==> config.mk <==
export PLATFORM = sky130hd
export DESIGN_NAME = batch_joiner_top
export DESIGN_NICKNAME = d
export VERILOG_FILES = /design/src/source/joiner_cfg_pkg.sv /design/src/source/joiner_stream_pkg.sv /design/src/source/joiner_sequencer.sv /design/src/source/beat_counter.sv /design/src/source/lane_joiner.sv /design/src/source/batch_arbiter.sv /design/src/source/batch_joiner_top.sv
export SDC_FILE = /design/constraint.sdc
export NUM_CORES = 1
export LEC_CHECK = 0
export ABC_CLOCK_PERIOD_IN_PS = 2900
export BUFFER_PORTS_ARGS = -buffer_cell sky130_fd_sc_hd__clkbuf_2
export CAP_MARGIN = 20
export CORE_MARGIN = 10
export CORE_UTILIZATION = 32
export CTS_CLUSTER_DIAMETER = 200
export CTS_CLUSTER_SIZE = 28
export DETAILED_ROUTE_END_ITERATION = 16
export PLACE_DENSITY = 0.53
export SYNTH_ARGS = -nofsm -noshare
export SYNTH_HDL_FRONTEND = slang
export SYNTH_HIERARCHICAL = 1
export SYNTH_SLANG_ARGS = --single-unit
==> constraint.sdc <==
create_clock -name clk -period 2.9 [get_ports clk]
set_input_delay 0.58 -clock clk [delete_from_list [all_inputs] [get_ports clk]]
set_output_delay 0.58 -clock clk [all_outputs]
set_load 0.02 [all_outputs]
==> src/source/joiner_cfg_pkg.sv <==
package joiner_cfg_pkg;

  // Lanes in the batch and input streams per lane
  localparam int BATCH    = 2;
  localparam int CHANNELS = 2;

  // Stream word and byte enables
  localparam int DATA_WIDTH = 16;
  localparam int KEEP_WIDTH = (DATA_WIDTH + 7) / 8;

  // Index widths, kept at least one bit wide
  localparam int LANE_W = (BATCH > 1) ? $clog2(BATCH) : 1;
  localparam int CH_W   = (CHANNELS > 1) ? $clog2(CHANNELS) : 1;

  // Longest joined packet a lane may emit
  localparam int MAX_BEATS = 32;
  // Counter must hold one past the limit
  localparam int BEAT_W    = $clog2(MAX_BEATS + 1);

endpackage

==> src/source/joiner_stream_pkg.sv <==
package joiner_stream_pkg;

  import joiner_cfg_pkg::*;

  // One beat on a stream port, handshake travels beside it
  typedef struct packed {
    logic [DATA_WIDTH-1:0] data;
    logic [KEEP_WIDTH-1:0] keep;
    logic                  last;
  } stream_beat_t;

  // Merged output beat tagged with the source lane
  typedef struct packed {
    stream_beat_t      beat;
    logic [LANE_W-1:0] tid;
  } out_beat_t;

  // Per-lane report to the batch control
  typedef struct packed {
    logic busy;
    logic done;
    logic error;
  } lane_status_t;

  // Operation request, sampled on operation_start
  typedef struct packed {
    logic [CHANNELS-1:0] use_channels;
    logic [BATCH-1:0]    use_batch;
  } op_config_t;

endpackage

==> src/source/joiner_sequencer.sv <==
`timescale 1ns/1ps

module joiner_sequencer
  import joiner_cfg_pkg::*;
(
  input  logic                clk,
  input  logic                rst,
  input  logic                start,
  input  logic [CHANNELS-1:0] use_channels,
  input  logic                abort,
  input  logic                lock,
  input  logic                beat_done,
  input  logic                beat_last,
  output logic [CH_W-1:0]     cur_channel,
  output logic                final_channel,
  output logic                busy,
  output logic                done
);

  typedef enum logic [1:0] {
    ST_IDLE,
    ST_RUN,
    ST_HOLD,
    ST_LOCKED
  } state_t;

  state_t          state;
  logic [CH_W-1:0] first_ch;
  logic [CH_W-1:0] last_ch;
  logic [CH_W-1:0] next_ch;

  // Scan downwards so the lowest match is written last
  always_comb begin
    first_ch = '0;
    next_ch  = cur_channel;
    for (int i = CHANNELS - 1; i >= 0; i--) begin
      if (use_channels[i]) begin
        first_ch = CH_W'(i);
        if (CH_W'(i) > cur_channel) begin
          next_ch = CH_W'(i);
        end
      end
    end
  end

  // Highest enabled channel carries the joined tlast
  always_comb begin
    last_ch = '0;
    for (int i = 0; i < CHANNELS; i++) begin
      if (use_channels[i]) begin
        last_ch = CH_W'(i);
      end
    end
  end

  assign final_channel = (cur_channel == last_ch);

  always_ff @(posedge clk) begin
    if (rst) begin
      state       <= ST_IDLE;
      cur_channel <= '0;
    end else if (abort) begin
      state <= ST_IDLE;
    end else begin
      case (state)
        ST_IDLE: begin
          if (start) begin
            state       <= ST_RUN;
            cur_channel <= first_ch;
          end
        end
        ST_RUN: begin
          // Step on each packet end, stop after the final channel
          if (beat_done && beat_last) begin
            if (final_channel) begin
              state <= ST_HOLD;
            end else begin
              cur_channel <= next_ch;
            end
          end
        end
        ST_HOLD: state <= lock ? ST_LOCKED : ST_IDLE;
        ST_LOCKED: begin
          if (!lock) begin
            state <= ST_IDLE;
          end
        end
        default: state <= ST_IDLE;
      endcase
    end
  end

  assign busy = (state == ST_RUN);
  // Single-cycle done, lock keeps the lane parked afterwards
  assign done = (state == ST_HOLD);

endmodule

==> src/source/beat_counter.sv <==
`timescale 1ns/1ps

module beat_counter
  import joiner_cfg_pkg::*;
(
  input  logic clk,
  input  logic rst,
  input  logic clear,
  input  logic count,
  output logic overflow
);

  logic [BEAT_W-1:0] beats;

  // An overflow aborts the lane at once, so the count never goes past MAX_BEATS + 1
  always_ff @(posedge clk) begin
    if (rst) begin
      beats <= '0;
    end else if (clear) begin
      beats <= '0;
    end else if (count) begin
      beats <= beats + 1'b1;
    end
  end

  // Raised once the joined packet has passed the limit
  assign overflow = (beats > BEAT_W'(MAX_BEATS));

endmodule

==> src/source/lane_joiner.sv <==
`timescale 1ns/1ps

module lane_joiner
  import joiner_cfg_pkg::*;
  import joiner_stream_pkg::*;
(
  input  logic                        clk,
  input  logic                        rst,
  input  logic                        start,
  input  logic [CHANNELS-1:0]         use_channels,
  input  logic                        abort,
  input  logic                        lock,
  input  stream_beat_t [CHANNELS-1:0] s_beat,
  input  logic [CHANNELS-1:0]         s_valid,
  output logic [CHANNELS-1:0]         s_ready,
  output stream_beat_t                lane_beat,
  output logic                        lane_valid,
  input  logic                        lane_ready,
  output lane_status_t                status
);

  logic [CH_W-1:0] cur_channel;
  logic            final_channel;
  logic            running;
  logic            lane_done;
  logic            overflow;
  logic            beat_done;
  stream_beat_t    cur_beat;

  joiner_sequencer u_sequencer (
    .clk           (clk),
    .rst           (rst),
    .start         (start),
    .use_channels  (use_channels),
    .abort         (abort),
    .lock          (lock),
    .beat_done     (beat_done),
    .beat_last     (cur_beat.last),
    .cur_channel   (cur_channel),
    .final_channel (final_channel),
    .busy          (running),
    .done          (lane_done)
  );

  // Current channel only, no storage in the lane
  assign cur_beat   = s_beat[cur_channel];
  assign lane_valid = running && s_valid[cur_channel];
  assign beat_done  = lane_valid && lane_ready;

  // Inner packet ends are hidden from the joined stream
  always_comb begin
    lane_beat      = cur_beat;
    lane_beat.last = cur_beat.last && final_channel;
  end

  always_comb begin
    s_ready              = '0;
    s_ready[cur_channel] = running && lane_ready;
  end

  // Length is checked over the whole joined packet
  beat_counter u_beat_counter (
    .clk      (clk),
    .rst      (rst),
    .clear    (start || abort),
    .count    (beat_done),
    .overflow (overflow)
  );

  assign status = '{busy: running, done: lane_done, error: overflow};

endmodule

==> src/source/batch_arbiter.sv <==
`timescale 1ns/1ps

module batch_arbiter
  import joiner_cfg_pkg::*;
  import joiner_stream_pkg::*;
(
  input  logic                     clk,
  input  logic                     rst,
  input  stream_beat_t [BATCH-1:0] lane_beat,
  input  logic [BATCH-1:0]         lane_valid,
  output logic [BATCH-1:0]         lane_ready,
  output out_beat_t                m_beat,
  output logic                     m_valid,
  input  logic                     m_ready,
  input  logic                     abort
);

  logic              granted;
  logic [LANE_W-1:0] grant_lane;
  logic [LANE_W-1:0] pick_lane;
  logic              pick_valid;
  logic              release_grant;

  // Fixed priority, lane 0 wins
  always_comb begin
    pick_lane  = '0;
    pick_valid = 1'b0;
    for (int i = BATCH - 1; i >= 0; i--) begin
      if (lane_valid[i]) begin
        pick_lane  = LANE_W'(i);
        pick_valid = 1'b1;
      end
    end
  end

  // Granted lane passes straight through
  assign m_valid = granted && lane_valid[grant_lane];
  assign m_beat  = '{beat: lane_beat[grant_lane], tid: grant_lane};

  always_comb begin
    lane_ready             = '0;
    lane_ready[grant_lane] = granted && m_ready;
  end

  assign release_grant = m_valid && m_ready && lane_beat[grant_lane].last;

  // Grant is held for a whole packet so packets never interleave
  always_ff @(posedge clk) begin
    if (rst) begin
      granted    <= 1'b0;
      grant_lane <= '0;
    end else if (abort) begin
      granted <= 1'b0;
    end else if (granted) begin
      if (release_grant) begin
        granted <= 1'b0;
      end
    end else if (pick_valid) begin
      granted    <= 1'b1;
      grant_lane <= pick_lane;
    end
  end

endmodule

==> src/source/batch_joiner_top.sv <==
`timescale 1ns/1ps

module batch_joiner_top
  import joiner_cfg_pkg::*;
  import joiner_stream_pkg::*;
(
  input  logic                                    clk,
  input  logic                                    rst,
  input  logic                                    operation_start,
  input  op_config_t                              op_cfg,
  input  logic                                    interrupt,
  input  stream_beat_t [BATCH-1:0][CHANNELS-1:0]  s_beat,
  input  logic [BATCH-1:0][CHANNELS-1:0]          s_valid,
  output logic [BATCH-1:0][CHANNELS-1:0]          s_ready,
  output out_beat_t                               m_beat,
  output logic                                    m_valid,
  input  logic                                    m_ready,
  output logic                                    operation_busy,
  output logic                                    operation_complete,
  output logic                                    operation_error,
  output logic                                    transmission
);

  logic [CHANNELS-1:0]      use_channels_reg;
  logic [BATCH-1:0]         pending;
  logic [BATCH-1:0]         completed;
  logic [BATCH-1:0]         pending_next;
  logic [BATCH-1:0]         completed_next;
  logic [BATCH-1:0]         lane_start;
  logic [BATCH-1:0]         lane_lock;
  logic [BATCH-1:0]         lane_busy;
  logic [BATCH-1:0]         lane_done;
  logic [BATCH-1:0]         lane_error;
  lane_status_t [BATCH-1:0] lane_status;
  stream_beat_t [BATCH-1:0] lane_beat;
  logic [BATCH-1:0]         lane_valid;
  logic [BATCH-1:0]         lane_ready;
  logic                     bad_config;
  logic                     start_ok;
  logic                     all_done;
  logic                     error_detect;

  assign bad_config = (op_cfg.use_batch == '0) || (op_cfg.use_channels == '0);
  assign start_ok   = operation_start && !operation_busy && !bad_config;

  assign pending_next   = pending & ~lane_done;
  assign completed_next = completed | lane_done;
  assign all_done = operation_busy && (pending_next == '0) && (lane_busy == '0);

  // Finished lanes wait until the slowest enabled lane is through
  assign lane_lock = completed_next & {BATCH{operation_busy && (pending_next != '0)}};

  // Also used as the lane and arbiter abort
  assign error_detect = (operation_busy && (interrupt || (lane_error != '0))) ||
                        (operation_start && !operation_busy && bad_config);

  always_ff @(posedge clk) begin
    if (rst) begin
      operation_busy     <= 1'b0;
      operation_complete <= 1'b0;
      operation_error    <= 1'b0;
      pending            <= '0;
      completed          <= '0;
      lane_start         <= '0;
      use_channels_reg   <= '0;
    end else begin
      operation_complete <= all_done && !error_detect;
      operation_error    <= error_detect;
      // Lanes start one cycle late, once the channel mask is latched
      lane_start         <= start_ok ? op_cfg.use_batch : '0;
      if (error_detect) begin
        operation_busy <= 1'b0;
        pending        <= '0;
        completed      <= '0;
      end else if (start_ok) begin
        operation_busy   <= 1'b1;
        pending          <= op_cfg.use_batch;
        completed        <= '0;
        use_channels_reg <= op_cfg.use_channels;
      end else if (operation_busy) begin
        pending   <= pending_next;
        completed <= completed_next;
        if (all_done) begin
          operation_busy <= 1'b0;
        end
      end
    end
  end

  for (genvar b = 0; b < BATCH; b++) begin : g_lane
    lane_joiner u_lane (
      .clk          (clk),
      .rst          (rst),
      .start        (lane_start[b]),
      .use_channels (use_channels_reg),
      .abort        (error_detect),
      .lock         (lane_lock[b]),
      .s_beat       (s_beat[b]),
      .s_valid      (s_valid[b]),
      .s_ready      (s_ready[b]),
      .lane_beat    (lane_beat[b]),
      .lane_valid   (lane_valid[b]),
      .lane_ready   (lane_ready[b]),
      .status       (lane_status[b])
    );

    assign lane_busy[b]  = lane_status[b].busy;
    assign lane_done[b]  = lane_status[b].done;
    assign lane_error[b] = lane_status[b].error;
  end

  batch_arbiter u_arbiter (
    .clk        (clk),
    .rst        (rst),
    .lane_beat  (lane_beat),
    .lane_valid (lane_valid),
    .lane_ready (lane_ready),
    .m_beat     (m_beat),
    .m_valid    (m_valid),
    .m_ready    (m_ready),
    .abort      (error_detect)
  );

  assign transmission = m_valid && m_ready;

endmodule

=== Yosys cells after proc, flatten, opt, wreduce, memory -nomap -nowiden ===
Index checks and enable logic that the tools add are counted.

* Register bits after elaboration: 31
* Bits of input ports: 89
* Output and inout port bits: 29
* Logic and storage cells: 171

* $add $sub $neg: 2
* Magnitude comparators: 12
* Eq/ne operators: 18
* Muxes and demuxes: 59
* Bitwise gates (word level): 10
* Reduce and logical (&&, ||, !) cells: 55

{| class="wikitable"
|+ Operators with widths
! cell !! number
|-
| 19-bit two-way mux || 6
|-
| 1-bit two-way mux || 34
|-
| 1-bit logical AND || 25
|-
| 2-bit two-way mux || 12
|-
| 2-bit != test, second input constant || 8
|-
| 2-bit case mux with 4 select lines || 2
|-
| 6-bit by 1-bit adder with 6-bit output, second input constant || 2
|-
| 6-bit greater-than comparator, second input constant || 2
|-
| 2-bit zero test || 6
|-
| 2-bit AND || 5
|-
| 5-bit AND reduction || 2
|-
| 2-bit nonzero test || 5
|-
| 2-bit equality test, second input constant || 4
|-
| 4-bit AND reduction || 2
|-
| 2-bit OR reduction || 4
|-
| 1-bit by 2-bit < comparator with 1-bit output, second input constant || 3
|-
| 1-bit logical OR || 5
|-
| 2-bit by 1-bit equality test with 1-bit output, second input constant || 2
|-
| 1-bit greater-than comparator, first input constant || 4
|-
| 2-bit by 1-bit != test with 1-bit output, second input constant || 2
|-
| 1-bit case mux with 2 select lines || 2
|-
| 1-bit demux with 1-bit select || 3
|-
| 1-bit >= comparator, second input constant || 3
|-
| 1-bit zero test || 3
|-
| 7 further kinds || 10
|}

=== Logic depth before layout (Yosys ltp) ===
Gate-level depths: netlist of the first run.

* Depth after elaboration: 10
* Mapped depth: 11
* Gate-level depth less buffers: 9

=== Hierarchy ===
Netlist of the first run, hierarchy kept.

{| class="wikitable"
|+ By module, submodules not included
! module !! instances !! cells each !! area each (µm²) !! sequential area each (µm²)
|-
| lane_joiner || 2 || 50 || 444.2 || 0.0
|-
| beat_counter || 2 || 31 || 284.0 || 120.1
|-
| batch_joiner_top || 1 || 61 || 540.5 || 220.2
|-
| batch_arbiter || 1 || 37 || 432.9 || 40.0
|-
| joiner_sequencer || 2 || 25 || 202.7 || 60.1
|}

=== Worst setup path before layout of the first run ===
Ideal clock, no wire load.

* Path kind: register to register
* From: reg g_lane[1].u_lane.u_beat_counter.beats[0]
* To: reg g_lane[0].u_lane.u_sequencer.cur_channel
* Setup time: 0.123 ns
* Data arrival time: 2.400 ns
* Required time: 2.777 ns
* Path slack: 0.377 ns
* Stages on the path, launching flop included: 11
* Buffers on the path: 1
* Period minus slack after synthesis: 2.523 ns
* Cell sequence: dfxtp_1 > inv_1 > ha_1 > inv_1 > o41a_1 > buf_4 > o31ai_1 > nand2_1 > or4b_1 > o41a_1 > mux2_1

* Longest elaborated chain between the ends: 7

{| class="wikitable"
|+ RTL lines
! item !! line !! source
|-
| from (decl) || beat_counter.sv:13 || <nowiki>logic [BEAT_W-1:0] beats;</nowiki>
|-
| from (signal assigned) || beat_counter.sv:22 || <nowiki>beats <= beats + 1'b1;</nowiki>
|-
| 6-bit greater-than comparator || beat_counter.sv:27 || <nowiki>assign overflow = (beats > BEAT_W'(MAX_BEATS));</nowiki>
|-
| net g_lane[1].u_lane.overflow || lane_joiner.sv:26 || <nowiki>logic overflow;</nowiki>
|-
| 2-bit nonzero test || batch_joiner_top.sv:54 || <nowiki>assign error_detect = (operation_busy && (interrupt || (lane_error != '0))) ||</nowiki>
|-
| 1-bit logical OR || batch_joiner_top.sv:54 ||
|-
| 1-bit logical AND || batch_joiner_top.sv:54 ||
|-
| 1-bit logical OR || batch_joiner_top.sv:54 ||
|-
| net error_detect || batch_joiner_top.sv:41 || <nowiki>logic error_detect;</nowiki>
|-
| 1-bit NOT (no line) || - ||
|-
| 5-bit AND reduction (no line) || - ||
|-
| to (signal assigned) || joiner_sequencer.sv:69 || <nowiki>cur_channel <= first_ch;</nowiki>
|-
| to (signal assigned) || joiner_sequencer.sv:78 || <nowiki>cur_channel <= next_ch;</nowiki>
|-
| to (decl) || joiner_sequencer.sv:14 || <nowiki>output logic [CH_W-1:0] cur_channel,</nowiki>
|}

The timed path passes the listed nets, and every way through them passes these cells.
A chain may end at the register's enable or synchronous reset.

=== Final worst setup path of the first run ===
* From: reg g_lane[0].u_lane.u_beat_counter.beats[0]
* To: reg g_lane[1].u_lane.u_sequencer.cur_channel

* Longest elaborated chain between the ends: 7

{| class="wikitable"
|+ RTL lines
! item !! line !! source
|-
| from (decl) || beat_counter.sv:13 ||
|-
| from (signal assigned) || beat_counter.sv:22 ||
|-
| 6-bit greater-than comparator || beat_counter.sv:27 ||
|-
| net lane_error[0] || batch_joiner_top.sv:33 || <nowiki>logic [BATCH-1:0] lane_error;</nowiki>
|-
| 2-bit nonzero test || batch_joiner_top.sv:54 ||
|-
| 1-bit logical OR || batch_joiner_top.sv:54 ||
|-
| 1-bit logical AND || batch_joiner_top.sv:54 ||
|-
| 1-bit logical OR || batch_joiner_top.sv:54 ||
|-
| net error_detect || batch_joiner_top.sv:41 ||
|-
| 1-bit NOT (no line) || - ||
|-
| 5-bit AND reduction (no line) || - ||
|-
| to (signal assigned) || joiner_sequencer.sv:69 ||
|-
| to (signal assigned) || joiner_sequencer.sv:78 ||
|-
| to (decl) || joiner_sequencer.sv:14 ||
|}

The timed path passes the listed nets, and every way through them passes these cells.

==> metrics.yaml, run 1 <==
finalHoldViolations: 0
die_w_um: 114
routed_wl_um: 7390
end_kind: "flop"
pwr-share-clk_pct: 35.2
antenna_found_initial: 0
io_pins: 118
timing.rr.start: "g_lane[0].u_lane/u_beat_counter/beats[0]"
grt_overflow: 0
grt_pass1_wl_um: 11500
maxCapViolCount: 0
postPlaceCellArea_um2: 3190
rsz0062_at_grt: "no"
p_leak_nw: 1.50
p_int_w: 0.000784
drt_pass1_iterations: 4
yosysUniqueCellTypes: 45
crit_required_ns: 3.07
ys_ff_latch: 31
cp-startpoint: "g_lane[0].u_lane/u_beat_counter/beats[0]"
largest_reg_flops: 12
h-tree-depth: 2
synth-edff-count: 0
max-slew-margin-rel_pct: 70.5
first_global_vias: 2328
path_clk_slew_ns: 0.07
syn_area_per_cell_um2: 9.15
area_growth_pct: 15.9
n_antenna_cell: 0
ir_drop_mv: 0.209
status: "complete, no violations"
port_buffers: 117
ys_warn_count: 6
gp_congestion: 0.814
post-route-period-util_pct: 89.0
worstHoldPathType: "flop to flop"
place_ws_ns: 0.323
synth_top_area_share_pct: 21.9
layout-drive-gt1-share_pct: 52.3
timing.fmax_mhz: 387
drv_slew: 0
final_nets: 482
ctsResizeCount: 0
core_area_um2: 8680
dp_hpwl_um: 6250
netSwitchingPower_w: 0.000278
crit_fanout: 6
vias: 2328
grt_usage_pct: 10.7
path_class: "flop to flop"
die_h_um: 114
final_area_um2: 3290
start_kind: "flop"
wl_per_cell_um: 14.9
routed_via_density: 4.69
clock_sinks: 31
p_per_area_nw_per_um2: 323
dieArea_um2: 13000
pwr-share-comb_pct: 23.3
synth_most_common_cell: "buf_4"
hold_buffers: 0
regMostFlops: "g_lane.u_lane/u_beat_counter/beats"
cts_tree: "yes"
clock_latency_ns: 0.28
synth_commonest_cells: "43 x buf_4, 37 x mux2_2, 31 x dfxtp_1"
start_util_pct: 32.7
postSynthCellCount: 310
postLayoutSetupSlackWorst_ns: 0.318
drt_iter0_markers: 125
synth_top_cell_by_area: "dfxtp_1"
min-delay-start: "completed[1]"
cts_setup_buffers: 0
reg.largest.list: "g_lane.u_lane/u_beat_counter/beats: 12 flops, g_lane.u_lane/u_sequencer/state: 4 flops"
min_period_ns: 2.58
drtAntennaViolNets: 0
tns_ns: 0
async_flop_share_pct: 0
cp_data_arrival_time_ns: 2.75
synth.area.top_cells: "dfxtp_1 22%, mux2_2 15%, buf_4 11%"
ys_seq_area_share_pct: 21.9
rows: 34
setup_viol: 0
max_slew.worst_pin.slew_ns: 0.440
seq_power_share_pct: 41.5
fin_skew_ns: 0.00659
ys.flop_type: "dfxtp_1"
cts_max_path_buffers: 2
drc: 0
numCtsBuffers: 5
root_buffer: "clkbuf_8"
sw_frac_of_total_pct: 26.2
grt_start_max_net_pins: 23
netlist_area_um2: 2840
syn_nets: 405
==> per-layer routing <==
metal / up-vias / share of wire, % / GRT usage [%]
met4: 0 / 0.47 / 2.26
li1: 1193 / - / -
met5: - / 0 / 0
met3: 5 / 9.7 / 4.51
met2: 93 / 46 / 18.3
met1: 1037 / 44 / 12.1
==> power groups by stage <==
stage | registers, W | logic [W] | clock network (W)
after floorplan | 0.000450 | 0.000186 | 0
after global placement | 0.000450 | 0.000248 | 0
after detailed placement | 0.000450 | 0.000251 | 0
after CTS | 0.000441 | 0.000252 | 0.000386
after global routing | 0.000442 | 0.000273 | 0.000406
final | 0.000441 | 0.000248 | 0.000373
==> through the flow <==
stage	util [%]	total power (W)	std cells	hold slack [ns]
after detailed placement	36.7	0.000701	488	0.469
after global placement	36.7	0.000699	488	0.465
final	37.9	0.00106	496	0.480
after floorplan	-	0.000636	310	0.450
after global routing	37.9	0.00112	496	0.488
after CTS	37.9	0.00108	496	0.483
==> cell usage in the layout, fill, tap and decap left out, drive strengths merged, types with 3 or more instances in the layout <==
master  synthesis  layout
xor2            6       6
inv            15      15
clkbuf          3     125
a21oi          12      12
nand3b          5       5
mux2i           5       5
nand4           4       4
nor2b           5       5
mux2           59      59
o21ai           6       6
ha              6       6
and3            5       5
and2b           3       3
nand2b          5       5
a211oi          3       3
nor2           30      30
o41a            4       4
or3             6       6
buf            51       7
or2             4       4
dfxtp          31      31
o31ai           3       3
and2            3       3
nand2          15      15
==> kinds of logic after synthesis <==
kind of cell / after synthesis / synth area share, %
AND/OR/NAND/NOR: 96 / 19.6
flip-flops: 31 / 21.9
AO/OA/AOI/OAI: 36 / 8.65
XOR/XNOR: 8 / 2.47
multiplexers: 64 / 27.8
buffers and inverters: 69 / 16.9
adder cells (fa/ha/maj): 6 / 2.65
==> worst max-delay path: stages (launching register included) <==
cell and delay [ns]:
dfxtp_1 0.35, inv_1 0.07, ha_1 0.13, inv_1 0.04, o41a_1 0.34, o31ai_1 0.37, nand2_1 0.22, or4b_1 0.51
o41a_1 0.14, mux2_1 0.31
==> worst paths after layout <==
path	slack [ns]	cells past startpoint	to
max	0.32	9	g_lane[1].u_lane/u_sequencer/cur_channel
min reg2reg	0.48	2	completed[1]
min	0.48	2	completed[1]
max reg2reg	0.32	9	g_lane[1].u_lane/u_sequencer/cur_channel
==> layout make-up <==
cell class | instances | area, um2
multi-input cells | 210 | 1740
inverters | 15 | 56.3
clock buffers | 8 | 100
fillers | 896 | 5390
well taps | 108 | 135
repair buffers | 124 | 638
flip-flops and latches | 31 | 621
(Power assumes the default switching activity.)
==> run 2, diff against run 1 <==
- CTS_BUF_LIST: unset -> sky130_fd_sc_hd__clkbuf_2
- GPL_TIMING_DRIVEN: unset -> 0
==> run 2 against run 1 <==
  * Global-route usage increased by 0.59 points
  * Via count grew 7.1%
  * Sequential share of layout area decreased by 1.6 points
  * Critical path depth grew 1
  * Final cell count grew 9.5%
  * Wire length rose by 5.3%
  * First-iteration DRC count fell by 30%
  * Clock-buffer cell count decreased by 2
  * Die area is the same
  * Worst hold slack got worse by 0.012 ns
  * Core utilization rose by 3.6 points
  * Critical path type unchanged
  * Largest power group unchanged
==> metrics.yaml, run 2 (same netlist as run 1, synthesis figures left out) <==
status: "complete, no violations"
instances_no_fill: 543
rows: 34
routed_wl_um: 7780
wl_per_cell_um: 14.3
layout_commonest_cell: "clkbuf_2"
max-slew-margin-rel_pct: 64.2
clock_sinks: 31
path_clk_slew_ns: 0.17
pwr-share-comb_pct: 31.2
drt_iter0_markers: 87
reg.largest.list: "g_lane.u_lane/u_beat_counter/beats: 12 flops, g_lane.u_lane/u_sequencer/state: 4 flops"
grt_start_max_net_pins: 12
die_h_um: 114
regMostFlops: "g_lane.u_lane/u_beat_counter/beats"
grt_overflow: 0
antenna_found_initial: 0
clock_latency_ns: 0.36
reg2reg_slack_ns: 0.20
drc: 0
post-route-period-util_pct: 93.1
end_kind: "flop"
p_leak_nw: 1.70
postLayoutSetupSlackWorst_ns: 0.202
p_int_w: 0.000661
first_global_vias: 2520
hold_buffers: 0
sw_frac_of_total_pct: 29.7
multi_input_area_um2: 1740
ctsResizeCount: 0
cts_tree: "yes"
whs_endpoint: "use_channels_reg[1]"
crit_fanout: 10
place_inst: 535
min_period_ns: 2.70
die_w_um: 114
layout.area.seq_um2: 621
start_util_pct: 32.7
worstHoldPathType: "primary input to flop"
n_antenna_cell: 0
cts_max_path_buffers: 2
grt_usage_pct: 11.3
io_pins: 118
finalHoldViolations: 0
grt_pass1_wl_um: 12300
core_area_um2: 8680
timing.fmax_mhz: 371
routed_via_density: 4.59
area_growth_pct: 27.0
whs_path_depth: 3
cts_setup_buffers: 0
dp_hpwl_um: 6560
r2r_end: "g_lane[1].u_lane/u_sequencer/cur_channel"
power_w: 0.000940
crit_required_ns: 3.17
gp_congestion: 0.780
pwr-share-clk_pct: 21.9
place_ws_ns: 0.0330
cp_data_arrival_time_ns: 2.97
drtAntennaViolNets: 0
max_slew.worst_pin.slew_ns: 0.536
r2r_cells: 10
port_buffers: 117
fin_skew_ns: 0.0194
final_nets: 529
p_per_area_nw_per_um2: 261
ir_drop_mv: 0.217
netSwitchingPower_w: 0.000279
tns_ns: 0
drt_pass1_iterations: 4
seq_power_share_pct: 46.9
drv_slew: 0
rsz0062_at_grt: "no"
h-tree-depth: 2
maxCapViolCount: 0
largest_reg_flops: 12
numCtsBuffers: 5
min-delay-start: "op_cfg[3]"
path_class: "flop to flop"
root_buffer: "clkbuf_2"
timing.rr.start: "g_lane[1].u_lane/u_beat_counter/beats[0]"
dieArea_um2: 13000
final_cell_mix: "123 x clkbuf_2, 43 x buf_4, 37 x mux2_2"
start_kind: "flop"
setup_viol: 0
vias: 2494
fill_cells: 897
layout-drive-gt1-share_pct: 57.0
-- run 2: power groups by stage --
stage	combinational (W)	clock (W)	sequential (W)
after floorplan	0.000186	0	0.000450
after global placement	0.000292	0	0.000450
after detailed placement	0.000295	0	0.000450
after CTS	0.000297	0.000216	0.000441
after global routing	0.000321	0.000234	0.000443
final	0.000294	0.000206	0.000441
-- run 2: area by class of cell --
cell class	instances	area share (%)
well taps	108	3.75
flip-flops and latches	31	17.2
clock inverters	2	0.208
multi-input cells	210	48.4
plain buffers	54	11.7
inverters	15	1.56
repair buffers	117	16.3
clock buffers	6	0.834
-- run 2: worst max path at each step --
stage	slack, ns	from	endpoint
finish	0.20	g_lane[1].u_lane/u_beat_counter/beats[0]	g_lane[1].u_lane/u_sequencer/cur_channel
global placement	0.03	g_lane[1].u_lane/u_beat_counter/beats[0]	g_lane[0].u_lane/u_sequencer/cur_channel
floorplan	0.38	g_lane[1].u_lane/u_beat_counter/beats[0]	g_lane[0].u_lane/u_sequencer/cur_channel
global route	0.03	g_lane[1].u_lane/u_beat_counter/beats[1]	g_lane[0].u_lane/u_beat_counter/beats[5]
detailed placement	0.03	g_lane[1].u_lane/u_beat_counter/beats[0]	g_lane[0].u_lane/u_sequencer/cur_channel
CTS	0.02	g_lane[1].u_lane/u_beat_counter/beats[0]	g_lane[0].u_lane/u_sequencer/cur_channel
-- run 2: per-layer routing --
metal  vias to the layer above  share of wire, %  global-route usage (%)
met2                        90                44                    18.6
met4                         0              0.68                    2.26
li1                       1284                 -                       -
met3                         8               8.4                    3.77
met1                      1112                47                    13.9
met5                         -                 0                       0
-- run 2: through the flow --
stage          hold WS, ns  utilization [%]  area [um2]
2_1_floorplan        0.450                -        2840
3_3_place_gp         0.467             41.0        3560
3_5_place_dp         0.476             41.0        3560
4_1_cts              0.451             41.4        3590
5_1_grt              0.438             41.5        3600
6_report             0.467             41.5        3600
-- run 2: critical path, stage by stage, from the launching register on --
cell     delay (ns)
dfxtp_1        0.38
inv_1          0.07
ha_1           0.14
inv_1          0.04
o41a_1         0.31
buf_4          0.16
o31ai_2        0.34
nand2_2        0.22
or4b_1         0.50
o41a_1         0.13
mux2_1         0.31
